==> src/xv_video_pkg.sv <==
// **************************************************
// pixel, address and raster count types
// sync and playfield configuration structs
// fetch FSM states
// **************************************************
package xv_video_pkg;

typedef logic [7:0]  color_t;                       // colour index into the palette
typedef logic [15:0] addr_t;                        // video RAM word address
typedef logic [9:0]  hres_t;                        // horizontal count
typedef logic [9:0]  vres_t;                        // vertical count

typedef struct packed {
    logic hsync;
    logic vsync;
    logic dv_de;                                    // display enable
} sync_t;

typedef struct packed {
    color_t      border;                            // shown outside the window
    color_t      colorbase;                         // XORed into every playfield pixel
    logic        blank;
    addr_t       disp_addr;                         // start of line 0
    logic [15:0] line_len;                          // words per line
    logic [15:0] vid_left;                          // window start, inclusive
    logic [15:0] vid_right;                         // window end, exclusive
} pf_cfg_t;

typedef enum logic [1:0] {
    FS_IDLE = 2'b00,                                // waiting for the next line
    FS_READ = 2'b01,                                // select high for one word
    FS_WAIT = 2'b10                                 // gap cycle between reads
} fetch_state_e;

endpackage

==> src/xv_regs_pkg.sv <==
// **************************************************
// register map of the video generator
// register numbers, field positions, reset values
// **************************************************
package xv_regs_pkg;

typedef logic [15:0] word_t;                        // register or video RAM word

typedef enum logic [3:0] {
    XR_VID_CTRL     = 4'h0,                         // border color in [7:0]
    XR_VID_INTR     = 4'h3,                         // any write raises the video interrupt
    XR_VID_LEFT     = 4'h4,                         // first pixel inside the window
    XR_VID_RIGHT    = 4'h5,                         // first pixel past the window
    XR_SCANLINE     = 4'h8,                         // current raster line, read only
    XR_VID_HSIZE    = 4'hA,                         // visible width, read only
    XR_VID_VSIZE    = 4'hB,                         // visible height, read only
    XR_PA_GFX_CTRL  = 4'hC,                         // colorbase and blank
    XR_PA_DISP_ADDR = 4'hD,                         // word address of line 0
    XR_PA_LINE_LEN  = 4'hE                          // words added per line
} xr_num_e;

// XR_PA_GFX_CTRL layout
localparam int GFX_CB_LSB    = 8;                   // colorbase in [15:8]
localparam int GFX_BLANK_BIT = 7;                   // 1 turns the playfield off

// values loaded by reset
localparam logic [7:0] BORDER_RESET    = 8'h08;     // dark grey, shows the core is alive
localparam logic [7:0] COLORBASE_RESET = 8'h00;
localparam logic       BLANK_RESET     = 1'b1;      // playfield off until software enables it
localparam word_t      DISP_ADDR_RESET = 16'h0000;
localparam word_t      LEFT_RESET      = 16'h0000;

endpackage
==> src/video_gen.sv <==
// **************************************************
// video generator top level
// timing, registers, fetch FSM and pixel stage
// **************************************************
`timescale 1ns/1ns

module video_gen #(
    parameter int H_VISIBLE = 640,
    parameter int H_FRONT   = 16,
    parameter int H_SYNC    = 96,
    parameter int H_BACK    = 48,
    parameter int V_VISIBLE = 480,
    parameter int V_FRONT   = 10,
    parameter int V_SYNC    = 2,
    parameter int V_BACK    = 33
)(
    input  wire logic                  clk,
    input  wire logic                  reset_i,
    input  wire logic                  reg_wr_i,
    input  wire xv_regs_pkg::xr_num_e  reg_num_i,
    input  wire xv_regs_pkg::word_t    reg_data_i,
    output      xv_regs_pkg::word_t    reg_data_o,
    output      logic                  video_intr_o,
    output      logic                  vram_sel_o,
    output      xv_video_pkg::addr_t   vram_addr_o,
    input  wire xv_regs_pkg::word_t    vram_data_i,
    output      xv_video_pkg::color_t  color_index_o,
    output      logic                  hsync_o,
    output      logic                  vsync_o,
    output      logic                  dv_de_o
);
import xv_video_pkg::*;

hres_t   h_count;
vres_t   v_count;
logic    h_visible;
logic    v_visible;
sync_t   tim_sync;                                  // from the counters
sync_t   pix_sync;                                  // aligned with color_index_o
logic    end_of_line;
logic    end_of_frame;
logic    end_of_visible;
pf_cfg_t pf_cfg;
logic    word_load;

assign hsync_o = pix_sync.hsync;
assign vsync_o = pix_sync.vsync;
assign dv_de_o = pix_sync.dv_de;

video_timing #(
    .H_VISIBLE(H_VISIBLE), .H_FRONT(H_FRONT), .H_SYNC(H_SYNC), .H_BACK(H_BACK),
    .V_VISIBLE(V_VISIBLE), .V_FRONT(V_FRONT), .V_SYNC(V_SYNC), .V_BACK(V_BACK)
) video_timing_inst (
    .clk(clk),
    .reset_i(reset_i),
    .h_count_o(h_count),
    .v_count_o(v_count),
    .h_visible_o(h_visible),
    .v_visible_o(v_visible),
    .sync_o(tim_sync),
    .end_of_line_o(end_of_line),
    .end_of_frame_o(end_of_frame),
    .end_of_visible_o(end_of_visible)
);

vgen_regs #(
    .H_VISIBLE(H_VISIBLE),
    .V_VISIBLE(V_VISIBLE)
) vgen_regs_inst (
    .clk(clk),
    .reset_i(reset_i),
    .reg_wr_i(reg_wr_i),
    .reg_num_i(reg_num_i),
    .reg_data_i(reg_data_i),
    .reg_data_o(reg_data_o),
    .v_count_i(v_count),
    .end_of_visible_i(end_of_visible),
    .cfg_o(pf_cfg),
    .video_intr_o(video_intr_o)
);

pf_fetch_fsm #(
    .H_VISIBLE(H_VISIBLE), .H_FRONT(H_FRONT), .H_SYNC(H_SYNC), .H_BACK(H_BACK),
    .V_VISIBLE(V_VISIBLE), .V_FRONT(V_FRONT), .V_SYNC(V_SYNC), .V_BACK(V_BACK)
) pf_fetch_fsm_inst (
    .clk(clk),
    .reset_i(reset_i),
    .h_count_i(h_count),
    .v_visible_i(v_visible),
    .end_of_line_i(end_of_line),
    .end_of_frame_i(end_of_frame),
    .cfg_i(pf_cfg),
    .vram_sel_o(vram_sel_o),
    .vram_addr_o(vram_addr_o),
    .word_load_o(word_load)
);

pf_pixel_shift pf_pixel_shift_inst (
    .clk(clk),
    .reset_i(reset_i),
    .word_load_i(word_load),
    .vram_data_i(vram_data_i),
    .h_count_i(h_count),
    .h_visible_i(h_visible),
    .sync_i(tim_sync),
    .cfg_i(pf_cfg),
    .color_index_o(color_index_o),
    .sync_o(pix_sync)
);

endmodule

==> src/pf_pixel_shift.sv <==
// **************************************************
// pixel output stage with two pixels per word,
// colorbase, border window and blank
// **************************************************
`timescale 1ns/1ns

module pf_pixel_shift (
    input  wire logic                  clk,
    input  wire logic                  reset_i,
    input  wire logic                  word_load_i,
    input  wire xv_regs_pkg::word_t    vram_data_i,
    input  wire xv_video_pkg::hres_t   h_count_i,
    input  wire logic                  h_visible_i,
    input  wire xv_video_pkg::sync_t   sync_i,
    input  wire xv_video_pkg::pf_cfg_t cfg_i,
    output      xv_video_pkg::color_t  color_index_o,
    output      xv_video_pkg::sync_t   sync_o           // delayed to match color_index_o
);
import xv_regs_pkg::*;
import xv_video_pkg::*;

word_t  next_word;                                  // word waiting for its pixel pair
word_t  cur_word;                                   // word shown at this count
color_t pix;
logic   in_window;

always_ff @(posedge clk) begin
    if (word_load_i) begin
        next_word <= vram_data_i;
    end
    if (h_count_i[0]) begin
        cur_word <= next_word;                      // counts 2k and 2k+1 share a word
    end
end

always_comb begin
    pix       = h_count_i[0] ? cur_word[7:0] : cur_word[15:8];    // high byte first
    in_window = h_visible_i && !cfg_i.blank &&
                (16'(h_count_i) >= cfg_i.vid_left) &&
                (16'(h_count_i) < cfg_i.vid_right);
end

always_ff @(posedge clk) begin
    if (reset_i) begin
        sync_o        <= '0;
        color_index_o <= '0;
    end else begin
        sync_o <= sync_i;
        if (!sync_i.dv_de) begin
            color_index_o <= '0;
        end else if (in_window) begin
            color_index_o <= pix ^ cfg_i.colorbase;
        end else begin
            color_index_o <= cfg_i.border;          // border is never XORed
        end
    end
end

endmodule

==> src/pf_fetch_fsm.sv <==
// **************************************************
// per-line fetch FSM for the bitmap playfield
// video RAM reads and line base address
// **************************************************
`timescale 1ns/1ns

module pf_fetch_fsm #(
    parameter int H_VISIBLE = 640,
    parameter int H_FRONT   = 16,
    parameter int H_SYNC    = 96,
    parameter int H_BACK    = 48,
    parameter int V_VISIBLE = 480,
    parameter int V_FRONT   = 10,
    parameter int V_SYNC    = 2,
    parameter int V_BACK    = 33
)(
    input  wire logic                  clk,
    input  wire logic                  reset_i,
    input  wire xv_video_pkg::hres_t   h_count_i,
    input  wire logic                  v_visible_i,
    input  wire logic                  end_of_line_i,
    input  wire logic                  end_of_frame_i,
    input  wire xv_video_pkg::pf_cfg_t cfg_i,
    output      logic                  vram_sel_o,
    output      xv_video_pkg::addr_t   vram_addr_o,
    output      logic                  word_load_o      // vram data valid this cycle
);
import xv_video_pkg::*;

localparam int    H_TOTAL    = H_VISIBLE + H_FRONT + H_SYNC + H_BACK;
localparam int    V_TOTAL    = V_VISIBLE + V_FRONT + V_SYNC + V_BACK;
localparam hres_t FETCH_GO   = hres_t'(H_TOTAL - 5);   // first select lands 4 cycles before pixel 0
localparam hres_t WORDS      = hres_t'(H_VISIBLE / 2);
localparam vres_t V_LAST     = vres_t'(V_TOTAL - 1);
localparam vres_t V_VIS_LAST = vres_t'(V_VISIBLE - 1);

fetch_state_e state;
hres_t        word_cnt;                             // words read on this line
vres_t        line_cnt;                             // follows the raster line
addr_t        line_base;                            // first word of the current line
logic         next_vis;

// the fetch runs one line ahead so it needs the visibility of the next line
always_comb begin
    next_vis = (line_cnt == V_LAST) || (v_visible_i && (line_cnt != V_VIS_LAST));
end

assign vram_sel_o = (state == FS_READ);

always_ff @(posedge clk) begin
    if (reset_i) begin
        state       <= FS_IDLE;
        line_cnt    <= '0;
        line_base   <= '0;
        word_load_o <= 1'b0;
    end else begin
        word_load_o <= vram_sel_o;                  // fixed one-cycle read latency
        if (end_of_frame_i) begin
            line_cnt  <= '0;
            line_base <= cfg_i.disp_addr;
        end else if (end_of_line_i) begin
            line_cnt <= vres_t'(line_cnt + 1'b1);
            if (v_visible_i) begin
                line_base <= addr_t'(line_base + cfg_i.line_len);
            end
        end

        case (state)
            FS_IDLE: begin
                if ((h_count_i == FETCH_GO) && next_vis && !cfg_i.blank) begin
                    state    <= FS_READ;
                    word_cnt <= '0;
                    // line 0 starts at disp_addr, later lines one line_len on
                    vram_addr_o <= (line_cnt == V_LAST) ? cfg_i.disp_addr :
                                   addr_t'(line_base + cfg_i.line_len);
                end
            end
            FS_READ: begin
                word_cnt    <= hres_t'(word_cnt + 1'b1);
                vram_addr_o <= addr_t'(vram_addr_o + 1'b1);
                state       <= FS_WAIT;
            end
            FS_WAIT: begin
                state <= (word_cnt == WORDS) ? FS_IDLE : FS_READ;
            end
            default: begin
                state <= FS_IDLE;
            end
        endcase
    end
end

endmodule

==> src/vgen_regs.sv <==
// **************************************************
// register file with write decode and read-back
// vertical blank interrupt pulse
// **************************************************
`timescale 1ns/1ns

module vgen_regs #(
    parameter int H_VISIBLE = 640,
    parameter int V_VISIBLE = 480
)(
    input  wire logic                  clk,
    input  wire logic                  reset_i,
    input  wire logic                  reg_wr_i,        // write strobe
    input  wire xv_regs_pkg::xr_num_e  reg_num_i,
    input  wire xv_regs_pkg::word_t    reg_data_i,
    output      xv_regs_pkg::word_t    reg_data_o,      // valid one cycle after reg_num_i
    input  wire xv_video_pkg::vres_t   v_count_i,
    input  wire logic                  end_of_visible_i,
    output      xv_video_pkg::pf_cfg_t cfg_o,
    output      logic                  video_intr_o
);
import xv_regs_pkg::*;
import xv_video_pkg::*;

word_t rd_data;

always_ff @(posedge clk) begin
    if (reset_i) begin
        cfg_o.border    <= BORDER_RESET;
        cfg_o.colorbase <= COLORBASE_RESET;
        cfg_o.blank     <= BLANK_RESET;
        cfg_o.disp_addr <= DISP_ADDR_RESET;
        cfg_o.line_len  <= 16'(H_VISIBLE / 2);      // two pixels per word
        cfg_o.vid_left  <= LEFT_RESET;
        cfg_o.vid_right <= 16'(H_VISIBLE);          // window open over the full width
        video_intr_o    <= 1'b0;
    end else begin
        video_intr_o    <= end_of_visible_i;        // one pulse per frame
        if (reg_wr_i) begin
            case (reg_num_i)
                XR_VID_CTRL: begin
                    cfg_o.border <= reg_data_i[7:0];
                end
                XR_VID_INTR: begin
                    video_intr_o <= 1'b1;           // forced by software
                end
                XR_VID_LEFT: begin
                    cfg_o.vid_left <= reg_data_i;
                end
                XR_VID_RIGHT: begin
                    cfg_o.vid_right <= reg_data_i;
                end
                XR_PA_GFX_CTRL: begin
                    cfg_o.colorbase <= reg_data_i[GFX_CB_LSB +: 8];
                    cfg_o.blank     <= reg_data_i[GFX_BLANK_BIT];
                end
                XR_PA_DISP_ADDR: begin
                    cfg_o.disp_addr <= reg_data_i;
                end
                XR_PA_LINE_LEN: begin
                    cfg_o.line_len <= reg_data_i;
                end
                default: begin                      // read-only or unused
                end
            endcase
        end
    end
end

always_comb begin
    case (reg_num_i)
        XR_VID_CTRL:     rd_data = {8'h00, cfg_o.border};
        XR_VID_LEFT:     rd_data = cfg_o.vid_left;
        XR_VID_RIGHT:    rd_data = cfg_o.vid_right;
        XR_SCANLINE:     rd_data = word_t'(v_count_i);
        XR_VID_HSIZE:    rd_data = word_t'(H_VISIBLE);
        XR_VID_VSIZE:    rd_data = word_t'(V_VISIBLE);
        XR_PA_GFX_CTRL:  rd_data = {cfg_o.colorbase, cfg_o.blank, 7'h00};
        XR_PA_DISP_ADDR: rd_data = cfg_o.disp_addr;
        XR_PA_LINE_LEN:  rd_data = cfg_o.line_len;
        default:         rd_data = '0;              // XR_VID_INTR and unused numbers
    endcase
end

always_ff @(posedge clk) begin
    reg_data_o <= rd_data;
end

endmodule

==> src/video_timing.sv <==
// **************************************************
// raster counters with registered sync, visibility
// and line, frame and end-of-visible strobes
// **************************************************
`timescale 1ns/1ns

module video_timing #(
    parameter int H_VISIBLE = 640,
    parameter int H_FRONT   = 16,
    parameter int H_SYNC    = 96,
    parameter int H_BACK    = 48,
    parameter int V_VISIBLE = 480,
    parameter int V_FRONT   = 10,
    parameter int V_SYNC    = 2,
    parameter int V_BACK    = 33
)(
    input  wire logic                  clk,
    input  wire logic                  reset_i,
    output      xv_video_pkg::hres_t   h_count_o,
    output      xv_video_pkg::vres_t   v_count_o,
    output      logic                  h_visible_o,
    output      logic                  v_visible_o,
    output      xv_video_pkg::sync_t   sync_o,
    output      logic                  end_of_line_o,
    output      logic                  end_of_frame_o,
    output      logic                  end_of_visible_o
);
import xv_video_pkg::*;

localparam hres_t H_VIS      = hres_t'(H_VISIBLE);
localparam hres_t HS_BEGIN   = hres_t'(H_VISIBLE + H_FRONT);
localparam hres_t HS_END     = hres_t'(H_VISIBLE + H_FRONT + H_SYNC);
localparam hres_t H_LAST     = hres_t'(H_VISIBLE + H_FRONT + H_SYNC + H_BACK - 1);
localparam vres_t V_VIS      = vres_t'(V_VISIBLE);
localparam vres_t VS_BEGIN   = vres_t'(V_VISIBLE + V_FRONT);
localparam vres_t VS_END     = vres_t'(V_VISIBLE + V_FRONT + V_SYNC);
localparam vres_t V_LAST     = vres_t'(V_VISIBLE + V_FRONT + V_SYNC + V_BACK - 1);
localparam vres_t V_VIS_LAST = vres_t'(V_VISIBLE - 1);

hres_t h_next;
vres_t v_next;
logic  h_vis_next;
logic  v_vis_next;

// next counts, decoded before the register so flags line up with the count
always_comb begin
    h_next = (h_count_o == H_LAST) ? '0 : hres_t'(h_count_o + 1'b1);
    v_next = v_count_o;
    if (h_count_o == H_LAST) begin
        v_next = (v_count_o == V_LAST) ? '0 : vres_t'(v_count_o + 1'b1);
    end
    h_vis_next = (h_next < H_VIS);
    v_vis_next = (v_next < V_VIS);
end

always_ff @(posedge clk) begin
    if (reset_i) begin
        h_count_o        <= H_LAST;                 // parked on the last count of a frame
        v_count_o        <= V_LAST;
        h_visible_o      <= 1'b0;
        v_visible_o      <= 1'b0;
        sync_o           <= '0;
        end_of_line_o    <= 1'b1;                   // matches the parked position
        end_of_frame_o   <= 1'b1;
        end_of_visible_o <= 1'b0;
    end else begin
        h_count_o        <= h_next;
        v_count_o        <= v_next;
        h_visible_o      <= h_vis_next;
        v_visible_o      <= v_vis_next;
        sync_o.hsync     <= (h_next >= HS_BEGIN) && (h_next < HS_END);
        sync_o.vsync     <= (v_next >= VS_BEGIN) && (v_next < VS_END);
        sync_o.dv_de     <= h_vis_next && v_vis_next;
        end_of_line_o    <= (h_next == H_LAST);
        end_of_frame_o   <= (h_next == H_LAST) && (v_next == V_LAST);
        end_of_visible_o <= (h_next == H_LAST) && (v_next == V_VIS_LAST);
    end
end

endmodule

==> config.mk <==
export PLATFORM = sky130hd
export DESIGN_NAME = video_gen
export DESIGN_NICKNAME = d
export VERILOG_FILES = /design/src/xv_video_pkg.sv /design/src/xv_regs_pkg.sv /design/src/video_gen.sv /design/src/pf_pixel_shift.sv /design/src/pf_fetch_fsm.sv /design/src/vgen_regs.sv /design/src/video_timing.sv
export SDC_FILE = /design/constraint.sdc
export NUM_CORES = 1
export LEC_CHECK = 0
export BUFFER_PORTS_ARGS = -buffer_cell sky130_fd_sc_hd__buf_2
export CAP_MARGIN = 20
export CORE_ASPECT_RATIO = 0.8
export CORE_UTILIZATION = 61
export CTS_CLUSTER_SIZE = 25
export DETAILED_ROUTE_END_ITERATION = 8
export GPL_TIMING_DRIVEN = 0
export PLACE_DENSITY = 0.89
export SYNTH_ARGS = -nofsm -noshare
export SYNTH_HDL_FRONTEND = slang
export SYNTH_HIERARCHICAL = 1
export SYNTH_SLANG_ARGS = --single-unit
==> constraint.sdc <==
create_clock -name clk -period 4.35 [get_ports clk]
set_clock_uncertainty 0.1 [all_clocks]
set_input_delay 0.6525 -clock clk [delete_from_list [all_inputs] [get_ports clk]]
set_output_delay 0.6525 -clock clk [all_outputs]
set_load 0.01 [all_outputs]
## Yosys cells after proc, flatten, opt, wreduce, memory -nomap -nowiden

Cells that the tools add are included.
W data, S select, Z words.

| word-level totals | value |
|---|---|
| flip-flop bits (word level) | 224 |
| input port bits | 39 |
| word-level logic and storage cells | 116 |

| operators by class | value |
|---|---|
| add/subtract/negate cells | 6 |
| $lt $le $gt $ge | 8 |
| equality and inequality tests | 21 |
| mux-type cells | 19 |
| bitwise gates (word level) | 3 |
| reductions and logical operators | 28 |

Operators with widths:

| kind | count |
|---|---|
| $pmux W16 S9 | 1 |
| $mux W16 | 5 |
| $eq A10 B10 Y1 const B | 6 |
| $add A10 B1 Y10 const B | 4 |
| $mux W10 | 4 |
| $pmux W16 S2 | 1 |
| $eq A4 B4 Y1 const B | 6 |
| $eq A10 B9 Y1 const B | 2 |
| $lt A10 B10 Y1 const B | 2 |
| $lt A10 B9 Y1 const B | 2 |
| $pmux W10 S2 | 1 |
| $add A16 B1 Y16 const B | 1 |
| $add A16 B16 Y16 | 1 |
| $ge A10 B16 Y1 | 1 |
| $lt A10 B16 Y1 | 1 |
| $mux W8 | 2 |
| $reduce_and A2 Y1 | 7 |
| $logic_and A1 B1 Y1 | 11 |
| $ge A10 B10 Y1 const B | 1 |
| $ge A10 B9 Y1 const B | 1 |
| $ne A10 B9 Y1 const B | 1 |
| $eq A4 B3 Y1 const B | 2 |
| $xor A8 B8 Y8 | 1 |
| $pmux W2 S3 | 1 |
| 14 further kinds | 20 |

## Longest topological paths before layout

| logic depth | value |
|---|---|
| depth in word-level cells | 7 |
| depth in mapped cells | 9 |
| depth with buffers taken out | 8 |

## Cells and area by module

The synthesis kept the hierarchy.

Modules (own cells, without submodules):

| module | times used | cells each | area each (µm²) |
|---|---|---|---|
| vgen_regs | 1 | 469 | 4,201.5 |
| pf_fetch_fsm | 1 | 429 | 3,668.5 |
| pf_pixel_shift | 1 | 189 | 2,250.9 |
| video_timing | 1 | 189 | 1,609.0 |

## Least setup slack after synthesis

Ideal clock, no wire load.

| path | value |
|---|---|
| path kind | register to register |
| from | register video_timing_inst.h_count_o[0] |
| to | register pf_fetch_fsm_inst.vram_addr_o[0], enable pin |
| arrival | 2,922 ps |
| data required time | 3,841 ps |
| setup slack | 919 ps |
| stages on the path, launching flop included | 6 |
| clock period less this slack | 3,431 ps |
| cell sequence | dfxtp_1 -> or4b_2 -> nor4_1 -> o21a_1 -> o31ai_1 -> nor2_1 |

| on the way | value |
|---|---|
| longest elaborated chain between the ends | 5 |

RTL lines:

| element | line | text |
|---|---|---|
| start: declaration | video_timing.sv:19 | `output xv_video_pkg::hres_t h_count_o,` |
| start signal: assignment | video_timing.sv:67 | `h_count_o <= h_next;` |
| $eq A10 B10 Y1 | pf_fetch_fsm.sv:70 | `if ((h_count_i == FETCH_GO) && next_vis && !cfg_i.blank) begin` |
| $logic_and A1 B1 Y1 (2 in series) | pf_fetch_fsm.sv:70 |  |
| $ne A2 B1 Y1 (no line) | -- |  |
| $reduce_and A3 Y1 (no line) | -- |  |
| end signal: assignment | pf_fetch_fsm.sv:74 | `vram_addr_o <= (line_cnt == V_LAST) ? cfg_i.disp_addr :` |
| end signal: assignment | pf_fetch_fsm.sv:80 | `vram_addr_o <= addr_t'(vram_addr_o + 1'b1);` |
| end: declaration | pf_fetch_fsm.sv:25 | `output xv_video_pkg::addr_t vram_addr_o,` |

No other way between the ends.
A chain may end at the register's enable or synchronous reset.

## Final worst setup path

| path | value |
|---|---|
| from | register video_timing_inst.h_count_o[0] |
| to | register video_timing_inst/sync_o[1] in the netlist's numbering |

| on the way | value |
|---|---|
| longest elaborated chain between the ends | 4 |
| elaborated cells on any way between the ends | 5 |
| those cells by class | 2 x order compare; 1 x eq/ne; 1 x mux; 1 x reduce/logical |

RTL lines:

| element | line | text |
|---|---|---|
| $eq A10 B10 Y1 (*) | video_timing.sv:49 | `if (h_count_o == H_LAST) begin` |
| $mux W10 (*) | video_timing.sv:49 |  |
| $ge A10 B9 Y1 or $lt A10 B9 Y1 (tied branches) | video_timing.sv:72 | `sync_o.vsync <= (v_next >= VS_BEGIN) && (v_next < VS_END);` |
| $logic_and A1 B1 Y1 (*) | video_timing.sv:72 |  |
| end: declaration | video_timing.sv:23 | `output xv_video_pkg::sync_t sync_o,` |

Every way passes the cells marked *; elsewhere a longest branch is shown, timed or not.

==> results.yml <==
power_and_ir_drop:
  ir_worst_vdd_uv: 345
  cellLeakagePower_nw: 5.02
  powerDensity_nw_per_um2: 432
drt:
  routedWlPerCell_microns: 20.7
  drc: 0
  num_vias: 10581
  drt_iter0_markers: 1319
  drt-total-wl_microns: 34100
  antenna_left: 0
  drtPass1Iterations: 6
  viasPerCell: 6.41
timing:
  whs_ps: 221
  hold_violations: 0
  max_freq_mhz: 264
  setup_viol_count_final: 0
  period_needed_ps: 3790
  tightest_slew_ps: 998
  rsz0062_at_grt: "false"
  fin_crit_sh_pct: 87.1
  drv_slew: 0
  slew_headroom_pct: 33.4
clocking:
  clk_path_buf_depth: 3
  cts_tree: "built"
  cts_sinks: 224
  clk_latency_ps: 510
  ctsResizeCount: 0
  cts_buffers: 23
  h-tree-depth: 1
  hold_buffers: 0
  clkTransAtPathRegs_ps: 60
  clockRootBuffer: "clkbuf_16"
  post_cts_buffers: 0
yosys:
  synth_cell_types: 89
  ys_seq_area_share_pct: 43.2
  synth_top_flop_cell: "dfxtp_1"
  netlist_area_sq_um: 11700
  synth_top_area_share_pct: 28.3
  synthTopCellsByArea: "dfxtp_1 (28%), edfxtp_1 (15%), nand2_1 (5.8%), mux2i_1 (4.6%), ha_1 (4.6%)"
  ys_ff_latch: 224
  synth_edf_count: 58
  synth_nets: 1359
  postSynthAreaPerCell_sq_um: 9.19
  postSynthCellCount: 1276
  yosysTopAreaCell: "dfxtp_1"
  ys.warnings.count: 6
  async_flop_share_pct: 0
worst_hold_path:
  worstHoldPathType: "in2reg"
final_layout:
  final_common_cell: "nand2_1"
  drive_above_1_share_pct: 14.7
  nFillCells: 1384
  layout.nets: 1464
  fin_area_sq_um: 13200
  area_delta_synth_final_pct: 12.9
  final_cell_mix: "nand2_1 (182), dfxtp_1 (166), nor2_1 (106)"
floorplan:
  initial_core_util_pct: 63.4
  io_pins: 84
  fp.dieW_microns: 157
  core-area_sq_um: 18500
  die_h_microns: 126
  rows: 44
  die_area_sq_um: 19800
critical_path:
  cp_slowest_cell: "dfxtp_1"
  cp.required_ps: 4650
  crit_chain: "ha_1, nand4_2, or3_4, buf_2, nor2_1, a22oi_1, or4b_4, nor4_2"
  startpoint_type: "register"
  cpPeakStageDelay_ps: 980
  end_kind: "register"
  worstPathMaxFanout: 23
  worstSetupPathType: "reg2reg"
  worstPathArrival_ps: 4090
placed_design:
  dpl-instance-area_sq_um: 12500
  place.gp.congestion: 0.952
  port_buffers: 79
  hpwl_microns: 25000
grt:
  grt_pass1_vias: 9947
  antenna_found_initial: 2
  grt.overflow.total: 0
  grt_max_degree: 24
  grt_pass1_wl_microns: 52800
  grt_usage_pct: 34.4
flow_run:
  maxCapViolations: 0
outcome:
  status: "finished, final reports clean"
==> worst paths after layout <==
check	startpoint	slack, ps	end	cells after the start
worst max-delay path	video_timing_inst/h_count_o[0]	560	video_timing_inst/sync_o[1]	8
worst min-delay path	vram_data_i[4]	220	pf_pixel_shift_inst/next_word[4]	1
worst max register to register	video_timing_inst/h_count_o[0]	560	video_timing_inst/sync_o[1]	8
worst min register to register	pf_pixel_shift_inst/next_word[0]	310	pf_pixel_shift_inst/cur_word[0]	0
==> critical path, delay by kind of cell, from the launching register on <==
family / cells / cell delay, ps
simple gates: 5 / 1820
flops: 1 / 980
fa+ha+maj: 1 / 410
buf+inv: 1 / 200
compound gates: 1 / 160
==> where the power goes <==
group | total, mW | internal [mW] | switching [mW]
logic | 1.30 | 0.481 | 0.822
clock network | 2.00 | 1.17 | 0.823
registers | 2.42 | 2.25 | 0.175
total | 5.72 | 3.90 | 1.82
==> cell usage after synthesis (all sizes together), types with 25 or more instances <==
library cell / count
a21oi: 91
buf: 37
clkbuf: 34
dfxtp: 166
edfxtp: 58
ha: 43
inv: 43
mux2i: 54
nand2: 182
nand3: 44
nand4: 29
nor2: 109
nor3: 25
o21ai: 31
xnor2: 40
==> layer usage <==
layer / vias to the layer above / wire (microns) / GRT usage, %
li1: 4834 / - / -
met2: 664 / 14700 / 52.4
met5: - / 13 / 0
met4: 2 / 1040 / 11.4
met3: 92 / 4020 / 8.02
met1: 4989 / 14400 / 48.1
==> layout make-up <==
| class | instances | area [sq um] | area share, % |
|---|---|---|---|
| clock inverter | 6 | 32.5 | 0.246 |
| timing repair buffer | 80 | 423 | 3.19 |
| inverter | 44 | 165 | 1.25 |
| antenna | 1 | 2.50 | 0.0189 |
| sequential | 224 | 5060 | 38.2 |
| clock buffer | 35 | 739 | 5.58 |
| multi-input combinational | 937 | 6130 | 46.3 |
| buffer | 71 | 374 | 2.82 |
| tap | 253 | 317 | 2.39 |
==> stage by stage <==
| step | setup WS [ps] | cells | utilization [%] | TNS [ps] | power (mW) |
|---|---|---|---|---|---|
| CTS | 650 | 1650 | 71.6 | 0 | 5.68 |
| global route | 423 | 1650 | 71.6 | 0 | 5.93 |
| finish | 561 | 1651 | 71.6 | 0 | 5.72 |
| detailed placement | 729 | 1609 | 67.4 | 0 | 3.69 |
| global placement | -79.6 | 1608 | 67.3 | -2000 | 3.65 |
| floorplan | 919 | 1276 | - | 0 | 3.31 |
==> sequential cells by signal, summed over array words and instances, names as in the netlist, 8 cells and up <==
register / count
vgen_regs_inst/cfg_o: 81
pf_fetch_fsm_inst/line_base: 16
pf_fetch_fsm_inst/vram_addr_o: 16
pf_pixel_shift_inst/cur_word: 16
pf_pixel_shift_inst/next_word: 16
vgen_regs_inst/reg_data_o: 16
pf_fetch_fsm_inst/line_cnt: 10
pf_fetch_fsm_inst/word_cnt: 10
video_timing_inst/h_count_o: 10
video_timing_inst/v_count_o: 10
pf_pixel_shift_inst/color_index_o: 8
==> kinds of logic after synthesis <==
logic type | count (synthesis) | share of synthesized area (%)
buffers and inverters | 115 | 4.60
xor gates and xnor gates | 62 | 4.63
adders and majority gates | 44 | 4.76
DFF | 224 | 43.2
and+or+nand+nor | 497 | 21.1
AOI/OAI and AO/OA | 274 | 16.5
muxes | 60 | 5.28
Note: power is estimated with default switching activity, not from simulation.
